[config.mk]
export PLATFORM = sky130hd
export DESIGN_NAME = mem_aggregate
export DESIGN_NICKNAME = d
export VERILOG_FILES = /design/src/mem_agg_pkg.sv /design/src/mem_aggregate.sv /design/src/mem_ram_sdp.sv /design/src/mem_rd_aggregate.sv /design/src/mem_wr_aggregate.sv
export SDC_FILE = /design/constraint.sdc
export NUM_CORES = 2
export LEC_CHECK = 0
export CORE_UTILIZATION = 35
export DETAILED_ROUTE_END_ITERATION = 8
export DONT_BUFFER_PORTS = 1
export GPL_TIMING_DRIVEN = 0
export PLACE_DENSITY_LB_ADDON = 0.1
export SLEW_MARGIN = 40
export SYNTH_ARGS = -nofsm -noshare
export SYNTH_HDL_FRONTEND = slang
export SYNTH_SLANG_ARGS = --single-unit
export TNS_END_PERCENT = 30
[constraint.sdc]
create_clock -name clk -period 5.9 [get_ports clk]
set_clock_uncertainty 0.2 [all_clocks]
set_input_delay 1.18 -clock clk [delete_from_list [all_inputs] [get_ports clk]]
set_output_delay 1.18 -clock clk [all_outputs]
set_load 0.05 [all_outputs]
[src/mem_agg_pkg.sv]
`default_nettype none

// ===========================================================================
// Shared widths, counts and types for the sliced memory
// ===========================================================================

package mem_agg_pkg;

    // -----------------------------------------------------------------------
    // Address space
    // -----------------------------------------------------------------------

    // Address bits, same for controller and slices
    localparam int ADDR_WID = 5;

    // Entries per slice, one per address
    localparam int DEPTH = 2 ** ADDR_WID;

    // -----------------------------------------------------------------------
    // Data widths
    // -----------------------------------------------------------------------

    // Number of narrow RAM slices side by side
    localparam int N_SLICE = 4;

    // Width of one slice
    localparam int SLICE_WID = 16;

    // Controller word, all slices joined
    localparam int WORD_WID = N_SLICE * SLICE_WID;

    // -----------------------------------------------------------------------
    // Timing
    // -----------------------------------------------------------------------

    // Read strobe to rd_vld, in clock cycles
    // Request register, slice read register, output register
    localparam int RD_LATENCY = 3;

    // -----------------------------------------------------------------------
    // Vector types
    // -----------------------------------------------------------------------

    // Word address
    typedef logic [ADDR_WID-1:0] addr_t;

    // Full controller word
    typedef logic [WORD_WID-1:0] word_t;

    // Data of one slice
    typedef logic [SLICE_WID-1:0] slice_t;

endpackage : mem_agg_pkg

`default_nettype wire

[src/mem_aggregate.sv]
`timescale 1ns/10ps
`default_nettype none

// ===========================================================================
// Wide memory top, four narrow slices
// ===========================================================================

module mem_aggregate (
    input  wire logic               clk,
    input  wire logic               arst_n,
    // Controller write
    input  wire logic               wr_en,
    input  wire mem_agg_pkg::addr_t wr_addr,
    input  wire mem_agg_pkg::word_t wr_data,
    // Controller read
    input  wire logic               rd_en,
    input  wire mem_agg_pkg::addr_t rd_addr,
    output wire logic               rd_vld,
    output mem_agg_pkg::word_t      rd_data,
    // Init done
    output wire logic               rdy
);

    // Write side to slices
    logic                s_wr_en;
    mem_agg_pkg::addr_t  s_wr_addr;
    mem_agg_pkg::slice_t s_wr_data [mem_agg_pkg::N_SLICE];

    // Read side to and from slices
    logic                s_rd_en;
    mem_agg_pkg::addr_t  s_rd_addr;
    mem_agg_pkg::slice_t s_rd_data [mem_agg_pkg::N_SLICE];

    // Init FSM and word split
    mem_wr_aggregate wr_aggregate_i (
        .clk       ( clk ),
        .arst_n    ( arst_n ),
        .wr_en     ( wr_en ),
        .wr_addr   ( wr_addr ),
        .wr_data   ( wr_data ),
        .rdy       ( rdy ),
        .s_wr_en   ( s_wr_en ),
        .s_wr_addr ( s_wr_addr ),
        .s_wr_data ( s_wr_data )
    );

    // Slices share address and strobes, own a data lane each
    generate
        for (genvar i = 0; i < mem_agg_pkg::N_SLICE; i++) begin : g_slice
            mem_ram_sdp ram_i (
                .clk       ( clk ),
                .s_wr_en   ( s_wr_en ),
                .s_wr_addr ( s_wr_addr ),
                .s_wr_data ( s_wr_data[i] ),
                .s_rd_en   ( s_rd_en ),
                .s_rd_addr ( s_rd_addr ),
                .s_rd_data ( s_rd_data[i] )
            );
        end : g_slice
    endgenerate

    // Fan-out of reads and word join
    mem_rd_aggregate rd_aggregate_i (
        .clk       ( clk ),
        .arst_n    ( arst_n ),
        .rdy       ( rdy ),
        .rd_en     ( rd_en ),
        .rd_addr   ( rd_addr ),
        .s_rd_en   ( s_rd_en ),
        .s_rd_addr ( s_rd_addr ),
        .s_rd_data ( s_rd_data ),
        .rd_vld    ( rd_vld ),
        .rd_data   ( rd_data )
    );

endmodule : mem_aggregate

`default_nettype wire

[src/mem_ram_sdp.sv]
`timescale 1ns/10ps
`default_nettype none

// ===========================================================================
// One RAM slice, simple dual port
// ===========================================================================

// 32 x 16 storage
// Write port and read port share clk
// Read returns old data when both ports hit one address at one edge

module mem_ram_sdp (
    input  wire logic                clk,
    // Write port
    input  wire logic                s_wr_en,
    input  wire mem_agg_pkg::addr_t  s_wr_addr,
    input  wire mem_agg_pkg::slice_t s_wr_data,
    // Read port
    input  wire logic                s_rd_en,
    input  wire mem_agg_pkg::addr_t  s_rd_addr,
    output mem_agg_pkg::slice_t      s_rd_data
);

    // -----------------------------------------------------------------------
    // Storage
    // -----------------------------------------------------------------------

    // Contents cleared by the write side sweep after reset
    mem_agg_pkg::slice_t mem [mem_agg_pkg::DEPTH];

    // -----------------------------------------------------------------------
    // Write port
    // -----------------------------------------------------------------------

    // Array updated at the edge ending the strobe cycle
    always_ff @(posedge clk) begin
        if (s_wr_en) begin
            mem[s_wr_addr] <= s_wr_data;
        end
    end

    // -----------------------------------------------------------------------
    // Read port
    // -----------------------------------------------------------------------

    // Registered read, one cycle after s_rd_en
    // Samples the array before any write at the same edge lands
    always_ff @(posedge clk) begin
        if (s_rd_en) begin
            s_rd_data <= mem[s_rd_addr];
        end
    end

endmodule : mem_ram_sdp

`default_nettype wire

[src/mem_rd_aggregate.sv]
`timescale 1ns/10ps
`default_nettype none

// ===========================================================================
// Read side, request fan-out and word join
// ===========================================================================

module mem_rd_aggregate (
    input  wire logic                clk,
    input  wire logic                arst_n,
    // Init done from write side
    input  wire logic                rdy,
    // Controller read strobe
    input  wire logic                rd_en,
    input  wire mem_agg_pkg::addr_t  rd_addr,
    // Shared slice read port
    output logic                     s_rd_en,
    output mem_agg_pkg::addr_t       s_rd_addr,
    input  wire mem_agg_pkg::slice_t s_rd_data [mem_agg_pkg::N_SLICE],
    // Joined result
    output logic                     rd_vld,
    output mem_agg_pkg::word_t       rd_data
);

    // Stages before the output register
    // Stage 0 is the request to slices, stage 1 is slice data valid
    localparam int N_STAGE = mem_agg_pkg::RD_LATENCY - 1;

    logic               rd_acc;
    logic [N_STAGE-1:0] vld_q;
    mem_agg_pkg::word_t join_data;

    // Reads before rdy are dropped
    assign rd_acc = rd_en && rdy;

    // Request to every slice at once
    assign s_rd_en = vld_q[0];

    // -----------------------------------------------------------------------
    // Valid pipeline
    // -----------------------------------------------------------------------

    // Up to RD_LATENCY reads in flight, one bit each stage
    always_ff @(posedge clk or negedge arst_n) begin
        if (!arst_n) begin
            vld_q  <= '0;
            rd_vld <= 1'b0;
        end else begin
            vld_q  <= {vld_q[N_STAGE-2:0], rd_acc};
            rd_vld <= vld_q[N_STAGE-1];
        end
    end

    // Request address, held with its strobe
    always_ff @(posedge clk) begin
        if (rd_acc) begin
            s_rd_addr <= rd_addr;
        end
    end

    // -----------------------------------------------------------------------
    // Word join
    // -----------------------------------------------------------------------

    // Slice 0 in the low bits
    always_comb begin
        join_data = '0;
        for (int i = 0; i < mem_agg_pkg::N_SLICE; i++) begin
            join_data[i*mem_agg_pkg::SLICE_WID +: mem_agg_pkg::SLICE_WID] = s_rd_data[i];
        end
    end

    // Output word, loaded when slice data is valid
    always_ff @(posedge clk) begin
        if (vld_q[N_STAGE-1]) begin
            rd_data <= join_data;
        end
    end

endmodule : mem_rd_aggregate

`default_nettype wire

[src/mem_wr_aggregate.sv]
`timescale 1ns/10ps
`default_nettype none

// ===========================================================================
// Write side, init FSM and word split
// ===========================================================================

module mem_wr_aggregate (
    input  wire logic               clk,
    input  wire logic               arst_n,
    // Controller write strobe
    input  wire logic               wr_en,
    input  wire mem_agg_pkg::addr_t wr_addr,
    input  wire mem_agg_pkg::word_t wr_data,
    // Init done, memory usable
    output logic                    rdy,
    // Shared slice write port
    output logic                    s_wr_en,
    output mem_agg_pkg::addr_t      s_wr_addr,
    output mem_agg_pkg::slice_t     s_wr_data [mem_agg_pkg::N_SLICE]
);

    // Init sequencing
    typedef enum logic [1:0] {
        RESET,
        INIT,
        READY
    } state_t;

    state_t              state_q;
    state_t              state_d;
    mem_agg_pkg::addr_t  init_addr_q;
    logic                init_last;
    logic                wr_acc;

    // Last address of the clear sweep
    assign init_last = (init_addr_q == mem_agg_pkg::addr_t'(mem_agg_pkg::DEPTH - 1));

    // Controller writes count only once init is done
    assign wr_acc = wr_en && (state_q == READY);

    assign rdy = (state_q == READY);

    // Next state
    always_comb begin
        state_d = state_q;
        case (state_q)
            RESET:   state_d = INIT;
            INIT:    if (init_last) state_d = READY;
            READY:   state_d = READY;
            default: state_d = RESET;
        endcase
    end

    // State, sweep counter, slice strobe
    always_ff @(posedge clk or negedge arst_n) begin
        if (!arst_n) begin
            state_q     <= RESET;
            init_addr_q <= '0;
            s_wr_en     <= 1'b0;
        end else begin
            state_q <= state_d;
            if (state_q == INIT) begin
                init_addr_q <= init_addr_q + 1'b1;
            end
            // One write per cycle in INIT, else accepted strobes
            s_wr_en <= (state_q == INIT) || wr_acc;
        end
    end

    // Address and data to slices, zero during the sweep
    always_ff @(posedge clk) begin
        if (state_q == INIT) begin
            s_wr_addr <= init_addr_q;
            for (int i = 0; i < mem_agg_pkg::N_SLICE; i++) begin
                s_wr_data[i] <= '0;
            end
        end else begin
            s_wr_addr <= wr_addr;
            // Slice i takes bits i*SLICE_WID upward
            for (int i = 0; i < mem_agg_pkg::N_SLICE; i++) begin
                s_wr_data[i] <= wr_data[i*mem_agg_pkg::SLICE_WID +: mem_agg_pkg::SLICE_WID];
            end
        end
    end

endmodule : mem_wr_aggregate

`default_nettype wire

=== Word level (Yosys, flattened, before mapping) ===
Memories as Yosys holds them, arrays and structs flattened. A register that Yosys moved wholly into a read port is not among the register bits.
Index checks and enable logic that the tools add are counted.

* Register bits after elaboration: 149
* Bits in writable memories: 2048
* Input port bits: 78
* Output and inout port bits: 66
* Logic and storage cells: 30
* Memories kept: 4

* Add/sub/neg operators: 1
* Equal/unequal tests: 4
* Multiplexer cells: 5
* Reduce and logical (&&, ||, !) cells: 4

{| class="wikitable"
|+ Memories
! memory !! words !! width !! rd ports !! clocked after Yosys merged registers in !! wr ports !! line !! source
|-
| g_slice[0].ram_i.mem || 32 || 16 || 1 || 1 || 1 || mem_ram_sdp.sv:29 || <nowiki>mem_agg_pkg::slice_t mem [mem_agg_pkg::DEPTH];</nowiki>
|-
| g_slice[1].ram_i.mem || 32 || 16 || 1 || 1 || 1 || mem_ram_sdp.sv:29 ||
|-
| g_slice[2].ram_i.mem || 32 || 16 || 1 || 1 || 1 || mem_ram_sdp.sv:29 ||
|-
| g_slice[3].ram_i.mem || 32 || 16 || 1 || 1 || 1 || mem_ram_sdp.sv:29 ||
|}

{| class="wikitable"
|+ Operator list
! operator !! number
|-
| 2-bit one-hot mux with 3 select lines || 1
|-
| 5-bit by 1-bit adder with 5-bit output, second input constant || 1
|-
| 5-bit equality test, second input constant || 1
|-
| 5-bit 2-to-1 mux || 1
|-
| 2-bit by 1-bit equality test with 1-bit output, second input constant || 1
|-
| 2-bit equality test, second input constant || 1
|-
| 1-bit logical AND || 2
|-
| 2-bit zero test || 1
|-
| 1-bit 2-to-1 mux || 2
|-
| 2-bit 2-to-1 mux || 1
|-
| 2-bit by 1-bit != test with 1-bit output, second input constant || 1
|-
| 1-bit logical OR || 1
|}

=== Depth between registers and ports, before layout ===
* Depth in word-level cells: 3
* Gate-level depth with buffers: 9
* Gate-level depth less buffers: 6

=== Hierarchy ===
Synthesis repeated with hierarchy kept, for this count alone.

* Cell total of the unflattened synthesis: 4818
* Area, all modules: 87192.4 sq um

{| class="wikitable"
|+ Modules (own cells, without submodules)
! module !! instances !! cells each !! area each (sq um) !! sequential area each (sq um)
|-
| mem_ram_sdp || 4 || 1143 || 20696.1 || 15855.2
|-
| mem_wr_aggregate || 1 || 173 || 2254.7 || 1581.5
|-
| mem_rd_aggregate || 1 || 73 || 2153.3 || 2147.1
|}

=== Worst setup path after synthesis ===
Ideal clock, no wire load.

* Path type: reg2reg
* From: reg wr_aggregate_i.s_wr_en
* To: mem g_slice[0].ram_i.mem[28][0] (netlist bit), enable pin
* Library setup time: 0.487 ns
* Data arrival time: 3.675 ns
* Data required time: 5.213 ns
* Path slack: 1.538 ns
* Stages on the path, launching flop included: 4
* Path buffers: 1
* Period minus slack after synthesis: 4.362 ns
* Cells stage by stage: dfrtp_1 or3b_2 clkbuf_1 nor2_1

* Cells in the longest elaborated chain, start to end: 2

{| class="wikitable"
|+ RTL lines
! item !! line !! source
|-
| start: declaration || mem_wr_aggregate.sv:18 || <nowiki>output logic s_wr_en,</nowiki>
|-
| start signal: assignment || mem_wr_aggregate.sv:67 || <nowiki>s_wr_en <= (state_q == INIT) || wr_acc;</nowiki>
|-
| 1-bit 2-to-1 mux || mem_ram_sdp.sv:37 || <nowiki>if (s_wr_en) begin</nowiki>
|-
| 1-bit 2-to-1 mux (not written as such) || mem_ram_sdp.sv:38 || <nowiki>mem[s_wr_addr] <= s_wr_data;</nowiki>
|-
| end: declaration || mem_ram_sdp.sv:29 ||
|}

No other way between the ends.

==> metrics.yaml <==
status: "completed"
switching_share: 0.224
final_cell_mix: "2181 x edfxtp_1, 397 x mux2i_1, 314 x mux4_2"
grt_max_degree: 33
fin_crit_sh: 0.635
slew_viol_final: 0
die_y_um: 493
synth_top_area_cell: "edfxtp_1"
cpMaxStageDelayCell: "buf_2"
htreeDepth: 4
p_seq_frac: 0.532
cts_sinks: 2261
drtPass1Iterations: 5
peakVddDrop_uv: 281
crit_buf_inv: 4
track_usage: 0.224
ys_ff_latch: 2261
gp_congestion: 0.754
wl_um: 274000
clk_latency_ns: 0.88
nNetsFinal: 4496
utilization: 0.424
syn-cell-area_um2: 84400
ff2ff_setup_slack_ns: 2.16
synth_area_leaders: "edfxtp_1 78%, mux4_2 8.4%, mux2i_1 4.7%"
finalHoldViolations: 0
vias: 42600
ys_async_sr_fraction: 0.00487
coreArea_um2: 239000
synth_cells: 3938
crit_family: "buffers and inverters"
crit_path_max_incr_delay_ns: 0.67
critical_path_class: "flop to flop"
ant_nets: 0
cts_root_buf: "clkbuf_16"
worstSetupEndpointType: "flop"
rsz0062_at_grt: "false"
pwr-share-comb: 0.043
clock_power_share: 0.425
cts_max_path_buffers: 3
yosys_warnings: 0
max-cap-violations: 0
p_int_uw: 26500
portBuffers: 0
timing.critical_path.from_type: "flop"
die-area_um2: 243000
grt_antenna_before_repair: 24
vias_per_cell: 5.47
cp_common_cell: "buf_2"
clock.fmax_ghz: 0.267
start_util: 0.353
rows: 179
synth.top_cell.area_share: 0.776
grt_pass1_wl_um: 370000
p_leak_uw: 0.0331
postCtsSetupBuffers: 0
timing.slew.headroom: 0.388
routedWlPerCell_um: 35.2
drive_gt1_frac: 0.261
clkTransAtPathRegs_ns: 0.06
num_io_pins: 144
power.switching_uw: 7630
placed_cells: 7337
hpwl_um: 192000
grt_overflow: 0
area_delta_synth_final_pct: 20.0
first_global_vias: 42600
final_common_cell: "edfxtp_1"
crit_path_max_fanout: 10
synthFlopType: "edfxtp_1"
arrival_ns: 4.02
synth_cell_types: 48
drt-initial-drc-count: 4536
powerDensity_nw_per_um2: 337
cp.required_ns: 6.17
post-route-drc-count: 0
syn_nets: 4021
synth_area_per_cell_um2: 21.4
yosysSeqAreaShare: 0.796
final-setup-viol-count: 0
numCtsBuffers: 238
die_w_um: 493
cts_hold_buf: 1
tritoncts: "yes"
crit_chain: "buf_2 > buf_4 > buf_2 > buf_2 > mux4_2 > a22oi_1 > nand4_1"
stdcell_count: 7794
period_minus_slack_ns: 3.74
min_path_type: "flop to flop"
cts_resized: 0
synth_edf_count: 2181
tightest_slew_ns: 0.918
-- power groups by stage --
stage | clock network, uW | logic (uW) | registers, uW
final | 14500 | 1470 | 18100
after global routing | 15400 | 1540 | 18100
after CTS | 14800 | 1500 | 18100
after detailed placement | 0 | 1490 | 18500
after global placement | 0 | 1380 | 18500
after floorplan | 0 | 759 | 18400
-- per-stage QoR --
stage,TNS [ns],instance area [um2],worst slack (ns),total power [uW],hold slack [ns]
5_1_grt,0,101000,2.10,35100,0.158
4_1_cts,0,101000,2.11,34400,0.141
3_3_place_gp,-7198.72,88300,-4.20,19900,0.201
6_report,0,101000,2.16,34100,0.195
2_1_floorplan,0,84400,1.54,19100,0.200
3_5_place_dp,0,93600,2.13,20000,0.205
-- synthesized netlist by cell type, types with 31 or more instances --
| cell type | count |
|---|---|
| nor2b_1 | 86 |
| nor2_1 | 50 |
| buf_4 | 46 |
| nand2_1 | 31 |
| a22oi_1 | 280 |
| dfxtp_1 | 69 |
| nand3_1 | 95 |
| buf_2 | 92 |
| clkbuf_1 | 50 |
| edfxtp_1 | 2181 |
| mux2i_1 | 397 |
| mux4_2 | 314 |
| nand4_1 | 49 |
-- flip-flops by register name, summed over array words and instances (netlist names) --
signal	count
g_slice.ram_i.mem	2048
g_slice.ram_i.s_rd_data	64
rd_aggregate_i.rd_data	64
rd_aggregate_i.rd_vld	1
rd_aggregate_i.s_rd_addr	5
rd_aggregate_i.vld_q	2
wr_aggregate_i.init_addr_q	5
wr_aggregate_i.s_wr_addr	5
wr_aggregate_i.s_wr_data	64
wr_aggregate_i.s_wr_en	1
wr_aggregate_i.state_q	2
-- cell families after synthesis --
logic type      after synthesis  share of synthesized area
simple gates                359                     0.0230
xor+xnor                      3                   0.000312
mux                         724                      0.133
fa+ha+maj                     5                   0.000742
buf+inv                     213                     0.0144
flops                      2261                      0.796
compound gates              373                     0.0329
-- final timing paths --
kind	from	cells after the start	to
setup / recovery	rd_aggregate_i.s_rd_addr[2]	7	g_slice[3].ram_i.s_rd_data[13]
hold / removal	g_slice[1].ram_i.s_rd_data[7]	0	rd_aggregate_i.rd_data[23]
setup reg to reg	rd_aggregate_i.s_rd_addr[2]	7	g_slice[3].ram_i.s_rd_data[13]
hold reg to reg	g_slice[1].ram_i.s_rd_data[7]	0	rd_aggregate_i.rd_data[23]
max in group asynchronous	arst_n	1	rd_aggregate_i.vld_q[1]
min in group asynchronous	arst_n	1	wr_aggregate_i.init_addr_q[2]
-- layout make-up --
| class | count | area, um2 |
|---|---|---|
| inverters | 3 | 11.3 |
| diodes | 6 | 15.0 |
| plain buffers | 210 | 1270 |
| fillers | 21000 | 138000 |
| multi-input cells | 1464 | 16300 |
| well taps | 3167 | 3960 |
| repair buffers | 235 | 4910 |
| flip-flops and latches | 2261 | 67200 |
| clock inverters | 130 | 920 |
| clock buffers | 318 | 6580 |
-- layer usage --
metal	global-route usage	routed length (um)	up-vias
li1	-	-	17400
met1	0.322	123000	23400
met2	0.358	129000	1466
met3	0.0410	17800	302
met4	0.0438	4840	4
met5	0	23	-
Note: power is estimated with default switching activity, not from simulation.
